--- config.mk ---
export PLATFORM = sky130hd
export DESIGN_NAME = func_profiler
export DESIGN_NICKNAME = d
export VERILOG_FILES = /design/src/rtl/profiler_pkg.sv /design/src/rtl/call_decoder.sv /design/src/rtl/address_stack.sv /design/src/rtl/counter_storage.sv /design/src/rtl/func_profiler.sv
export VERILOG_INCLUDE_DIRS = /design/src /design/src/include
export SDC_FILE = /design/constraint.sdc
export NUM_CORES = 1
export LEC_CHECK = 0
export BUFFER_PORTS_ARGS = -buffer_cell sky130_fd_sc_hd__buf_4
export CAP_MARGIN = 20
export CELL_PAD_IN_SITES_DETAIL_PLACEMENT = 0
export CELL_PAD_IN_SITES_GLOBAL_PLACEMENT = 1
export CORE_MARGIN = 1.5
export CORE_UTILIZATION = 52
export DETAILED_ROUTE_END_ITERATION = 6
export PLACE_DENSITY_LB_ADDON = 0.1
export SLEW_MARGIN = 20
export SYNTH_ARGS = -nofsm -noshare
export SYNTH_HDL_FRONTEND = slang
export SYNTH_SLANG_ARGS = --single-unit
--- constraint.sdc ---
create_clock -name clk -period 3.9 [get_ports clk]
set_input_delay 0.39 -clock clk [delete_from_list [all_inputs] [get_ports clk]]
set_output_delay 0.39 -clock clk [all_outputs]
set_load 0.01 [all_outputs]
--- src/include/profiler_config.svh ---
// profiler configuration: widths and depths shared by the profiler blocks
`ifndef PROFILER_CONFIG_SVH
`define PROFILER_CONFIG_SVH

// function number width, eight functions
`define PROF_FUNC_W 3

// instruction address width
`define PROF_ADDR_W 16

// call stack address width, sixteen entries
`define PROF_STACK_AW 4

// per-function instruction counter width
`define PROF_COUNT_W 16

`endif

--- src/rtl/profiler_pkg.sv ---
// profiler package: opcode and run-state enums, function number, address and count types
`include "profiler_config.svh"

package profiler_pkg;

	// instruction class as seen on the retire trace
	typedef enum logic [1:0] {
		OP_OTHER = 2'd0, // ordinary instruction, counted
		OP_CALL  = 2'd1, // carries a target address
		OP_RET   = 2'd2
	} instr_op_e;

	// run progress, a second run needs a reset
	typedef enum logic [1:0] {
		RUN_IDLE   = 2'd0,
		RUN_ACTIVE = 2'd1,
		RUN_DONE   = 2'd2
	} run_state_e;

	typedef logic [`PROF_FUNC_W-1:0]  func_num_t;
	typedef logic [`PROF_ADDR_W-1:0]  instr_addr_t;
	typedef logic [`PROF_COUNT_W-1:0] count_t;

endpackage

--- src/rtl/call_decoder.sv ---
// call decoder: maps call targets to function numbers and registers one event per instruction
`timescale 1ns/1ps
`include "profiler_config.svh"

module call_decoder (
	input  logic                      clk,
	input  logic                      reset,
	input  logic                      tbl_we,
	input  profiler_pkg::func_num_t   tbl_index,
	input  profiler_pkg::instr_addr_t tbl_addr,
	input  logic                      instr_valid,
	input  profiler_pkg::instr_op_e   instr_op,
	input  profiler_pkg::instr_addr_t instr_target,
	output logic                      call_ev,
	output logic                      retn_ev,
	output logic                      cnt_ev,
	output profiler_pkg::func_num_t   func_num
);
	localparam int NUM_FUNC = 1 << `PROF_FUNC_W;

	profiler_pkg::instr_addr_t entry_addr [NUM_FUNC]; // function entry points
	logic [NUM_FUNC-1:0]       entry_vld;
	logic [NUM_FUNC-1:0]       hit_vec;
	logic                      hit;
	profiler_pkg::func_num_t   hit_num;
	logic                      is_call;
	logic                      is_ret;
	logic                      is_other;

	// software loads one entry address per function
	always_ff @(posedge clk) begin
		if (tbl_we)
			entry_addr[tbl_index] <= tbl_addr;
	end

	always_ff @(posedge clk) begin
		if (reset)
			entry_vld <= '0;
		else if (tbl_we)
			entry_vld[tbl_index] <= 1'b1;
	end

	// parallel compare of the call target against every loaded entry
	always_comb begin
		for (int i = 0; i < NUM_FUNC; i++)
			hit_vec[i] = entry_vld[i] && (entry_addr[i] == instr_target);
	end

	// lowest matching entry wins
	always_comb begin
		hit_num = '0;
		for (int i = NUM_FUNC - 1; i >= 0; i--) begin
			if (hit_vec[i])
				hit_num = profiler_pkg::func_num_t'(i);
		end
	end

	assign hit = |hit_vec;

	assign is_call  = instr_valid && (instr_op == profiler_pkg::OP_CALL);
	assign is_ret   = instr_valid && (instr_op == profiler_pkg::OP_RET);
	assign is_other = instr_valid && (instr_op == profiler_pkg::OP_OTHER);

	always_ff @(posedge clk) begin
		if (reset) begin
			call_ev  <= 1'b0;
			retn_ev  <= 1'b0;
			cnt_ev   <= 1'b0;
			func_num <= '0;
		end else begin
			call_ev  <= is_call & hit;
			retn_ev  <= is_ret;
			cnt_ev   <= is_other | (is_call & ~hit); // unlisted call counts for the caller
			func_num <= hit_num;
		end
	end

	// every valid instruction gives exactly one event, never two at once
	a_single_event: assert property (@(posedge clk) disable iff (reset)
		instr_valid |=> $onehot({call_ev, retn_ev, cnt_ev}));

endmodule

--- src/rtl/address_stack.sv ---
// address stack: call chain RAM, event alignment pipeline and run-state tracking
`timescale 1ns/1ps
`include "profiler_config.svh"

module address_stack (
	input  logic                     clk,
	input  logic                     reset,
	input  logic                     call_ev,
	input  logic                     retn_ev,
	input  logic                     cnt_ev,
	input  profiler_pkg::func_num_t  func_num,
	output logic                     call_cs,
	output logic                     retn_cs,
	output logic                     cnt_inc_cs,
	output profiler_pkg::func_num_t  top_func,
	output profiler_pkg::run_state_e run_state,
	output logic                     exe_done
);
	localparam int DEPTH = 1 << `PROF_STACK_AW;
	localparam logic [`PROF_STACK_AW-1:0] PTR_EMPTY = '1;
	// all ones marks empty, so the last slot stays unused
	localparam logic [`PROF_STACK_AW-1:0] PTR_FULL = PTR_EMPTY - 1'b1;

	logic                        call_r;
	logic                        retn_r;
	logic                        cnt_r;
	logic                        exe_end_r; // lines up with retn_cs
	logic                        stack_wren;
	profiler_pkg::func_num_t     stack_wr_data;
	logic [`PROF_STACK_AW-1:0]   stack_addr;
	logic [`PROF_STACK_AW-1:0]   rd_addr_q;
	profiler_pkg::func_num_t     stack_mem [DEPTH];

	assign exe_done = (run_state == profiler_pkg::RUN_DONE);

	// two-stage delay so the strobes meet the stack read data
	always_ff @(posedge clk) begin
		if (reset) begin
			call_r     <= 1'b0;
			retn_r     <= 1'b0;
			cnt_r      <= 1'b0;
			call_cs    <= 1'b0;
			retn_cs    <= 1'b0;
			cnt_inc_cs <= 1'b0;
		end else begin
			call_r     <= call_ev;
			retn_r     <= retn_ev;
			cnt_r      <= cnt_ev;
			call_cs    <= call_r & ~(exe_end_r | exe_done);
			retn_cs    <= retn_r & ~(exe_end_r | exe_done);
			cnt_inc_cs <= cnt_r & (run_state == profiler_pkg::RUN_ACTIVE) & ~exe_end_r;
		end
	end

	// push on call, pop on return
	always_ff @(posedge clk) begin
		if (reset) begin
			stack_wren <= 1'b0;
			stack_addr <= PTR_EMPTY; // first push lands on address 0
		end else begin
			stack_wren <= call_ev;
			if (call_ev)
				stack_addr <= stack_addr + 1'b1;
			else if (retn_ev)
				stack_addr <= stack_addr - 1'b1;
		end
	end

	always_ff @(posedge clk)
		stack_wr_data <= func_num;

	// single-port RAM with registered read address
	always_ff @(posedge clk) begin
		if (stack_wren)
			stack_mem[stack_addr] <= stack_wr_data;
		rd_addr_q <= stack_addr;
	end

	assign top_func = stack_mem[rd_addr_q]; // innermost active function

	always_ff @(posedge clk) begin
		if (reset) begin
			run_state <= profiler_pkg::RUN_IDLE;
			exe_end_r <= 1'b0;
		end else begin
			// outermost return leaves the pointer back at all ones
			exe_end_r <= (run_state == profiler_pkg::RUN_ACTIVE) && retn_r &&
				(stack_addr == PTR_EMPTY);
			case (run_state)
				profiler_pkg::RUN_IDLE:   if (call_r) run_state <= profiler_pkg::RUN_ACTIVE;
				profiler_pkg::RUN_ACTIVE: if (exe_end_r) run_state <= profiler_pkg::RUN_DONE;
				profiler_pkg::RUN_DONE:   run_state <= profiler_pkg::RUN_DONE; // held until reset
				default:                  run_state <= profiler_pkg::RUN_IDLE;
			endcase
		end
	end

	// call chain deeper than the stack would wrap onto the empty marker
	a_no_push_full: assert property (@(posedge clk) disable iff (reset || exe_done)
		call_ev |-> (stack_addr != PTR_FULL));

	a_no_pop_empty: assert property (@(posedge clk) disable iff (reset)
		(retn_ev && run_state == profiler_pkg::RUN_ACTIVE) |-> (stack_addr != PTR_EMPTY));

endmodule

--- src/rtl/counter_storage.sv ---
// counter storage: one saturating instruction counter per function with registered read-back
`timescale 1ns/1ps
`include "profiler_config.svh"

module counter_storage (
	input  logic                    clk,
	input  logic                    reset,
	input  logic                    cnt_inc_cs,
	input  profiler_pkg::func_num_t top_func,
	input  profiler_pkg::func_num_t rd_index,
	output profiler_pkg::count_t    rd_count
);
	localparam int NUM_FUNC = 1 << `PROF_FUNC_W;
	localparam profiler_pkg::count_t CNT_MAX = '1;

	profiler_pkg::count_t cnt [NUM_FUNC];
	logic [NUM_FUNC-1:0]  inc_sel;

	// one-hot select of the counter to bump
	always_comb begin
		for (int i = 0; i < NUM_FUNC; i++)
			inc_sel[i] = cnt_inc_cs && (top_func == profiler_pkg::func_num_t'(i));
	end

	always_ff @(posedge clk) begin
		if (reset) begin
			for (int i = 0; i < NUM_FUNC; i++)
				cnt[i] <= '0;
		end else begin
			for (int i = 0; i < NUM_FUNC; i++) begin
				if (inc_sel[i] && (cnt[i] != CNT_MAX)) // sticks at max
					cnt[i] <= cnt[i] + 1'b1;
			end
		end
	end

	// read-back, one cycle after rd_index
	always_ff @(posedge clk) begin
		if (reset)
			rd_count <= '0;
		else
			rd_count <= cnt[rd_index];
	end

	// stack read data must be settled whenever a count lands
	a_top_func_known: assert property (@(posedge clk) disable iff (reset)
		cnt_inc_cs |-> !$isunknown(top_func));

endmodule

--- src/rtl/func_profiler.sv ---
// function profiler top: decoder, call stack and per-function counters
`timescale 1ns/1ps

module func_profiler (
	input  logic                      clk,
	input  logic                      reset,
	input  logic                      tbl_we,
	input  profiler_pkg::func_num_t   tbl_index,
	input  profiler_pkg::instr_addr_t tbl_addr,
	input  logic                      instr_valid,
	input  profiler_pkg::instr_op_e   instr_op,
	input  profiler_pkg::instr_addr_t instr_target,
	output profiler_pkg::run_state_e  run_state,
	output logic                      exe_done,
	input  profiler_pkg::func_num_t   rd_index,
	output profiler_pkg::count_t      rd_count
);
	logic                    call_ev;
	logic                    retn_ev;
	logic                    cnt_ev;
	profiler_pkg::func_num_t func_num;
	logic                    cnt_inc_cs;
	profiler_pkg::func_num_t top_func;

	call_decoder u_decoder (
		.clk          (clk),
		.reset        (reset),
		.tbl_we       (tbl_we),
		.tbl_index    (tbl_index),
		.tbl_addr     (tbl_addr),
		.instr_valid  (instr_valid),
		.instr_op     (instr_op),
		.instr_target (instr_target),
		.call_ev      (call_ev),
		.retn_ev      (retn_ev),
		.cnt_ev       (cnt_ev),
		.func_num     (func_num)
	);

	address_stack u_stack (
		.clk        (clk),
		.reset      (reset),
		.call_ev    (call_ev),
		.retn_ev    (retn_ev),
		.cnt_ev     (cnt_ev),
		.func_num   (func_num),
		.call_cs    (),          // counters only need the count strobe
		.retn_cs    (),
		.cnt_inc_cs (cnt_inc_cs),
		.top_func   (top_func),
		.run_state  (run_state),
		.exe_done   (exe_done)
	);

	counter_storage u_counters (
		.clk        (clk),
		.reset      (reset),
		.cnt_inc_cs (cnt_inc_cs),
		.top_func   (top_func),
		.rd_index   (rd_index),
		.rd_count   (rd_count)
	);

endmodule

* After elaboration in Yosys (flattened, before gate mapping)
Memory sizes are Yosys's and may differ from the RTL's. A register that Yosys moved wholly into a read port is not among the register bits. Index checks and enable logic that the tools add are counted. W data, S select, Z words.
Word-level totals: register bits after elaboration 28, RAM bits 304, bits of input ports 44, output and inout bits 19, word-level logic and storage cells 167, memories 3
Memory list:
- u_counters.cnt | depth 8, bits a word 16, rd ports 9, clocked after Yosys merged registers in 1, write ports 8, RTL line counter_storage.sv:16 | profiler_pkg::count_t cnt [NUM_FUNC];
- u_decoder.entry_addr | depth 8, bits a word 16, rd ports 8, clocked after Yosys merged registers in 0, write ports 1, RTL line call_decoder.sv:21 | profiler_pkg::instr_addr_t entry_addr [NUM_FUNC];
- u_stack.stack_mem | depth 16, bits a word 3, rd ports 1, clocked after Yosys merged registers in 1, write ports 1, RTL line address_stack.sv:32 | profiler_pkg::func_num_t stack_mem [DEPTH];
Cells by class: add/subtract/negate cells 10, $lt $le $gt $ge 2, equality and inequality tests 30, mux-type cells 52, bitwise operators 16, reduce and logical (&&, ||, !) cells 39
Operators with widths (number):
- $add A16 B1 Y16 const B | 8
- $eq A16 B16 Y1 | 8
- $mux W16 | 8
- $ne A16 B16 Y1 const B | 8
- $mux W1 | 32
- $logic_and A1 B1 Y1 | 30
- $eq A3 B3 Y1 const B | 4
- $mux W3 | 4
- $or A1 B1 Y1 | 9
- $mux W2 | 4
- $mux W4 | 2
- $or A8 B8 Y8 | 1
- $reduce_or A8 Y1 | 1
- $eq A3 B2 Y1 const B | 2
- $pmux W2 S3 | 1
- $reduce_or A5 Y1 | 1
- $add A4 B1 Y4 const B | 1
- $and A1 B1 Y1 | 4
- $eq A2 B1 Y1 const B | 2
- $eq A2 B2 Y1 const B | 2
- $eq A4 B4 Y1 const B | 1
- $logic_not A2 Y1 | 2
- $lt A3 B4 Y1 const B | 1
- $ne A2 B1 Y1 const B | 2
- other kinds (10) | 11

* Depth between registers and ports, before layout
Gate-level depths: netlist (run 1). An unclocked memory read counts as a cell.
depth after elaboration 10, depth in mapped cells 9, mapped depth without buffers 8

* Cells and area by module
Synthesis (run 1) repeated with hierarchy kept, for this count alone.
Second synthesis, totals: cells, all modules 1297, area, all modules 16874.9 um^2
By module, submodules not included:
- counter_storage | instances 1, cells an instance 744, area each 8236.6 um^2, sequential area each 4164.0 um^2
- call_decoder | instances 1, cells an instance 385, area each 5943.2 um^2, sequential area each 4124.0 um^2
- address_stack | instances 1, cells an instance 168, area each 2695.1 um^2, sequential area each 1841.8 um^2

* Least setup slack after synthesis (run 1)
Ideal clock, no wire load.
kind register -> register, start register (tool-made name), end memory u_counters.cnt[4][0] (netlist bit) (enable), library setup time 0.411 ns, data arrival time 3.175 ns, required time 3.489 ns, slack 0.314 ns, cell stages (with the launch flop) 7, buffers on the path 1, clock period less this slack 3.586 ns, cells stage by stage dfxtp_1 buf_6 mux4_2 mux4_2 or2_1 a31o_1 o21ai_0
RTL lines (RTL line):
- to (decl) | counter_storage.sv:16

==> results of run 1 <==
==> layout make-up <==
cell class,count,area (sq um)
repair buffers,77,578
clock inverters,22,204
fillers,2456,12300
clock buffers,50,1080
well taps,396,495
inverters,16,60.1
multi-input cells,817,5970
flip-flops and latches,352,10100
==> cell usage in the layout (no fill, tap or decap), types with 14 or more instances in the layout <==
cell       Yosys  final
mux4_2        46     46
edfxtp_1     304    304
dfxtp_1       48     48
inv_1         15     15
ha_1          14     14
nand2_1       84     84
xor2_1       132    132
nor2_1       184    184
clkbuf_16      0     40
and3_1        25     25
nand3_1       48     48
buf_4          0     77
xnor2_1      103    103
mux2i_1       18     18
nand4_1       29     29
nor4_1        19     19
==> logic make-up after synthesis <==
kind of cell    count (synthesis)
flops                         352
buf+inv                        62
xor+xnor                      235
compound gates                 39
simple gates                  463
mux                            65
fa+ha+maj                      15
==> synthesized netlist by cell type, types with 3 or more instances <==
master,number,share of area
and4_1,7,0.0038
dfxtp_1,48,0.059
ha_1,14,0.011
nand2b_1,7,0.0027
inv_1,15,0.0035
mux2i_1,18,0.011
nand3_1,48,0.015
or3_1,10,0.0038
nor2b_1,7,0.0027
nand4_1,29,0.011
nor4b_1,3,0.0016
a31oi_1,3,0.0012
xor2_1,132,0.071
and2_1,7,0.0027
nor2_1,184,0.042
mux4_2,46,0.064
nor4_1,19,0.0073
nor3_1,15,0.0046
xnor2_1,103,0.055
buf_1,9,0.0021
edfxtp_1,304,0.56
a21oi_1,11,0.0034
clkbuf_1,34,0.0078
o21ai_0,14,0.0043
nor2_4,8,0.0055
and3_1,25,0.0096
nand2_1,84,0.019
==> through the flow <==
| step | std cells | utilization |
|---|---|---|
| 6_report | 1730 | 0.601 |
| 5_1_grt | 1730 | 0.601 |
| 4_1_cts | 1730 | 0.601 |
| 3_5_place_dp | 1658 | 0.559 |
| 3_3_place_gp | 1658 | 0.559 |
| 2_1_floorplan | 1231 | - |
==> critical path, cell delays in order (launching register included) <==
cell,delay [ps]
dfxtp_1,300
buf_4,240
mux4_1,600
mux4_2,510
or2_1,330
a31o_1,220
or2_1,620
nor2_1,250
==> worst paths after layout <==
| path | startpoint | to | slack, ps | cells after the start |
|---|---|---|---|---|
| hold / removal | instr_op[1] | u_decoder.call_ev$_SDFF_PP0_ | 40 | 2 |
| setup / recovery | register | u_counters.cnt[4][6]$_SDFFCE_PN0P_ | 650 | 7 |
| setup reg to reg | register | u_counters.cnt[4][6]$_SDFFCE_PN0P_ | 650 | 7 |
| hold reg to reg | u_decoder.func_num[2]$_SDFF_PP0_ | u_stack.stack_wr_data[2]$_DFF_P_ | 320 | 0 |
==> report_power, final <==
part           total [mW]  internal [mW]  switching (mW)
combinational       0.534          0.236           0.297
clock                3.64           2.17            1.47
sequential           4.31           4.21           0.105
==> sequential cells by signal, indices dropped and copies added (netlist names), named ones only <==
signal and cells:
u_counters.cnt 128, u_counters.rd_count 16, u_decoder.call_ev 1, u_decoder.cnt_ev 1, u_decoder.entry_addr 128, u_decoder.entry_vld 8, u_decoder.func_num 3, u_decoder.retn_ev 1
u_stack.call_r 1, u_stack.cnt_inc_cs 1, u_stack.cnt_r 1, u_stack.exe_end_r 1, u_stack.retn_r 1, u_stack.run_state 2, u_stack.stack_addr 4, u_stack.stack_mem 48
u_stack.stack_wr_data 3
==> per-layer routing <==
metal	global-route usage	vias up	part of all wire
li1	-	4589	-
met1	0.313	4780	0.45
met2	0.367	222	0.48
met3	0.0309	51	0.039
met4	0.0639	0	0.024
met5	0	-	0
==> metrics.csv, run 1 <==
stage,metric,value,unit
global_routing,vias in the first global route,9610,
placed_design,Post-Place Cell Area,0.0172,sq mm
floorplanning,Core Footprint,0.0307,sq mm
clocking,CTS-repair resized insts,0,
floorplanning,# IOs,63,
run_status,outcome,"complete, but fails checks",
clocking,CTS Hold Buffers Added,0,
sta,Final Cycle Share,0.834,
global_routing,largest net degree at the start of global routing,68,
sta,"Slew Viols, Final",0,
synth,"flops & latches, synth",352,
global_routing,GR Overflow Total,0,
synth,"Avg Cell Area, Syn",13.2,sq um
synth,Syn Nets,1290,
sta,unrepaired setup endpoints after global routing,no,
sta,worst hold slack,44.5,ps
synth,mux share of post-synthesis cell area,0.0762,
clocking,setup repair bufs after CTS,0,
setup_path,CP Max Fanout,16,
sta,worst slew pin tran,1100,ps
run_status,failing checks,DRC,
sta,Slew headroom,0.268,
layout,Area growth syn-to-layout,13.3,%
floorplanning,Die Area,0.0324,sq mm
clocking,CTS root buf,clkbuf_16,
synth,largest family of logic cells by synthesized area,simple AND/OR/NAND/NOR gates,
setup_path,Required @ worst endpoint,4250,ps
setup_path,Critical Path AT,3610,ps
hold_path,Hold Crit Class,in -> reg,
placed_design,post-DP HPWL,25100,um
floorplanning,Die Span X,180,um
power_and_ir_drop,Peak VDD IR,367,uV
setup_path,Crit Path Class,reg -> reg,
detailed_routing,post-route ant nets,0,
placed_design,Placement Setup Slack,633,ps
synth,adder-cell share of the synthesized area,0.0120,
sta,final hold vios,0,
synth,Post-Syn Area,0.0163,sq mm
job,max-cap violation count,0,
sta,Period minus WS final,3250,ps
synth,Synth Area in Compound Gates,0.0141,
global_routing,total track usage,0.223,
power_and_ir_drop,P_leak,6.32,nW
detailed_routing,drt total wl,35200,um
synth,Mapped Cells,1231,
global_routing,antenna violations before repair,0,
clocking,CTS Buf Count,39,
sta,# setup viols final,0,
synth,"FFs w/ async S/R, synth",0,
synth,predominant post-synthesis flop cell,edfxtp_1,
synth,"EDFF count, synth",304,
detailed_routing,routed vias/inst,5.57,
detailed_routing,DRC errors left,1,
synth,post-synthesis cell type count,47,
power_and_ir_drop,Total Power,8.48,mW
clocking,Sink Count,352,
global_routing,first-pass GRT wire length,55300,um
floorplanning,Die H,180,um
sta,Fin Setup TNS,0,ps
clocking,H-tree Lvls,2,
detailed_routing,Initial DRC Count,679,
detailed_routing,Vias,9642,
setup_path,Startpoint Class,register,
layout,share of cells above drive strength 1,0.152,
placed_design,gpl congestion,0.862,
detailed_routing,1st-pass router iterations,7,
clocking,Clock transition at path regs,60,ps
synth,Simple-Gate Fraction of Synth Area,0.137,
setup_path,Worst setup EP type,register,
power_and_ir_drop,PD cells,459,mW/mm^2
synth,sequential area share after synthesis,0.619,
synth,xor/xnor share of the synthesized area,0.126,
detailed_routing,routed len/inst,20.4,um
clocking,Clock Latency Late Sink,530,ps
sta,fmax,0.307,GHz
clocking,Max clock buf depth,3,
floorplanning,# rows,64,
placed_design,PortBufs,62,
layout,final net count,1362,
floorplanning,starting density of the core,0.530,
sta,setup slack after layout,647,ps
sta,Max Clock Skew,16.5,ps
layout,design area,0.0185,sq mm
synth,synth warn,0,
clocking,CTS tree,done,
layout,Diodes inserted,0,
(Power assumes the default switching activity.)
==> run 2, diff against run 1 <==
- clock period: 3.9 -> 3.33 ns (I/O delays scaled with it)
==> metrics.csv, run 2 (synthesized netlist as in run 1, its figures left out) <==
stage,metric,value,unit,change
hold_path,Hold Crit Class,in -> reg,,
sta,Max Clock Skew,8.87,ps,-7.64 ps
setup_path,Required @ worst endpoint,3540,ps,-710 ps
floorplanning,Die Area,0.0324,sq mm,unchanged
layout,share of cells above drive strength 1,0.150,,-0.00240
global_routing,first-pass GRT wire length,56100,um,+1.6%
floorplanning,Die Span X,180,um,unchanged
layout,Area growth syn-to-layout,13.8,%,
power_and_ir_drop,P_leak,6.35,nW,+0.38%
layout,"commonest non-fill, non-tap cell in the layout",edfxtp_1,,
sta,Fin Setup TNS,0,ps,unchanged
run_status,failing checks,DRC,,
power_and_ir_drop,PD cells,540,mW/mm^2,+18%
global_routing,vias in the first global route,9824,,+2.2%
layout,Diodes inserted,0,,unchanged
detailed_routing,post-route ant nets,0,,unchanged
layout,final std cells w/o fill,1738,,+0.46%
setup_path,Critical Path AT,3140,ps,-470 ps
clocking,Sink Count,352,,unchanged
sta,# setup viols final,0,,unchanged
hold_path,hold path cells,1,,-1
clocking,CTS-repair resized insts,0,,unchanged
global_routing,largest net degree at the start of global routing,53,,-22%
hold_path,hold endpoint,u_decoder.entry_addr[7][8]$_DFFE_PP_,,
setup_path,RR Endpoint,u_counters.cnt[0][3]$_SDFFCE_PN0P_,,
hold_path,HP Start,tbl_addr[8],,
layout,"commonest non-fill, non-tap cells in the layout","304 x edfxtp_1, 184 x nor2_1, 132 x xor2_1",,
clocking,H-tree Lvls,2,,unchanged
setup_path,Startpoint Class,register,,
clocking,Max clock buf depth,3,,unchanged
detailed_routing,1st-pass router iterations,7,,unchanged
floorplanning,# rows,64,,unchanged
sta,Period minus WS final,2930,ps,-318 ps
placed_design,PortBufs,62,,unchanged
sta,worst hold slack,54.8,ps,+10.2 ps
job,max-cap violation count,0,,unchanged
clocking,CTS root buf,clkbuf_16,,
clocking,CTS tree,done,,
power_and_ir_drop,Total Power,10.0,mW,+18%
power_and_ir_drop,Peak VDD IR,389,uV,+6.1%
detailed_routing,drt total wl,35700,um,+1.3%
detailed_routing,routed vias/inst,5.58,,about the same
clocking,Clock Latency Late Sink,520,ps,about the same
detailed_routing,routed len/inst,20.5,um,+0.79%
detailed_routing,Vias,9691,,+0.51%
setup_path,Crit Path Class,reg -> reg,,
detailed_routing,Initial DRC Count,817,,+20%
layout,final core utilization,0.603,,+0.00244
floorplanning,# IOs,63,,unchanged
sta,worst slew pin tran,665,ps,-432 ps
sta,fmax,0.341,GHz,+11%
floorplanning,Die H,180,um,unchanged
layout,biggest regs,"u_counters.cnt (128), u_decoder.entry_addr (128), u_stack.stack_mem (48)",,
global_routing,GR Overflow Total,0,,unchanged
setup_path,CP Max Fanout,16,,unchanged
placed_design,gpl congestion,0.849,,-1.5%
global_routing,antenna violations before repair,0,,unchanged
floorplanning,Core Footprint,0.0307,sq mm,unchanged
layout,final net count,1370,,+0.59%
clocking,CTS Buf Count,39,,unchanged
placed_design,post-DP HPWL,25300,um,+0.84%
setup_path,FF-to-FF setup slack,400,ps,-250 ps
floorplanning,starting density of the core,0.530,,unchanged
sta,Final Cycle Share,0.881,,+0.0471
sta,Slew headroom,0.554,,+0.286
clocking,Clock transition at path regs,60,ps,about the same
detailed_routing,DRC errors left,2,,+1
setup_path,Worst R2R Path Depth,8,,+1
sta,unrepaired setup endpoints after global routing,no,,
placed_design,placed cells,1665,,+0.42%
sta,"Slew Viols, Final",0,,unchanged
setup_path,Worst setup EP type,register,,
run_status,outcome,"complete, but fails checks",,
sta,final hold vios,0,,unchanged
global_routing,total track usage,0.225,,+0.00205
[run 2: cell count changes in the layout (fill, tap and decap cells not counted), moves of 2 or more]
cell       before  now
buf_4          77   84
bufinv_16       3    5
clkbuf_1        6   11
clkbuf_8        4    1
clkinv_1        3    7
clkinv_2       13    5
[run 2: worst max path at each step]
| stage | start | endpoint | slack (ps) | depth (start not counted) |
|---|---|---|---|---|
| floorplan | register | u_counters.cnt[4][0]$_SDFFCE_PN0P_ | 180 | 6 |
| global placement | register | u_counters.cnt[0][9]$_SDFFCE_PN0P_ | 430 | 8 |
| detailed placement | register | u_counters.cnt[2][15]$_SDFFCE_PN0P_ | 380 | 8 |
| CTS | register | u_counters.cnt[0][7]$_SDFFCE_PN0P_ | 350 | 7 |
| global route | register | u_counters.cnt[2][15]$_SDFFCE_PN0P_ | 130 | 8 |
| finish | register | u_counters.cnt[0][3]$_SDFFCE_PN0P_ | 400 | 8 |
[run 2: per-layer routing]
metal,global-route usage,wire length (um),up-vias
li1,-,-,4604
met1,0.308,15700,4754
met2,0.373,17200,276
met3,0.0346,1860,57
met4,0.0709,892,0
met5,0,0,-
[run 2: area by class of cell]
cell class	count	area, sq um
clock inverter	20	239
inverter	16	60.1
timing repair buffer	85	641
fill	2470	12200
clock buffer	52	1060
multi-input combinational	817	5970
tap	396	495
sequential	352	10100
[run 2: critical path: stages, from the launching register on]
cell and delay (ps):
dfxtp_1 310, buf_4 240, mux4_1 570, mux4_2 500
or2_1 350, a31oi_1 250, nand2_1 80, nand2_1 90
buf_4 230
[run 2: power by group]
group / total [mW] / switching, mW / internal [mW]
Combinational: 0.630 / 0.348 / 0.282
Clock: 4.33 / 1.70 / 2.63
Sequential: 5.05 / 0.125 / 4.93
[run 2: per-stage QoR]
stage | setup WS, ps | instance area [sq um]
finish | 396 | 18500
global route | 126 | 18500
CTS | 353 | 18500
detailed placement | 385 | 17200
global placement | 430 | 17200
floorplan | 176 | 16300
[run 2: repair_timing]
item / CTS / global route
endpoints found under the hold margin: 2 / 0
buffers inserted: 0 / 0
hold buffers: 1 / 0
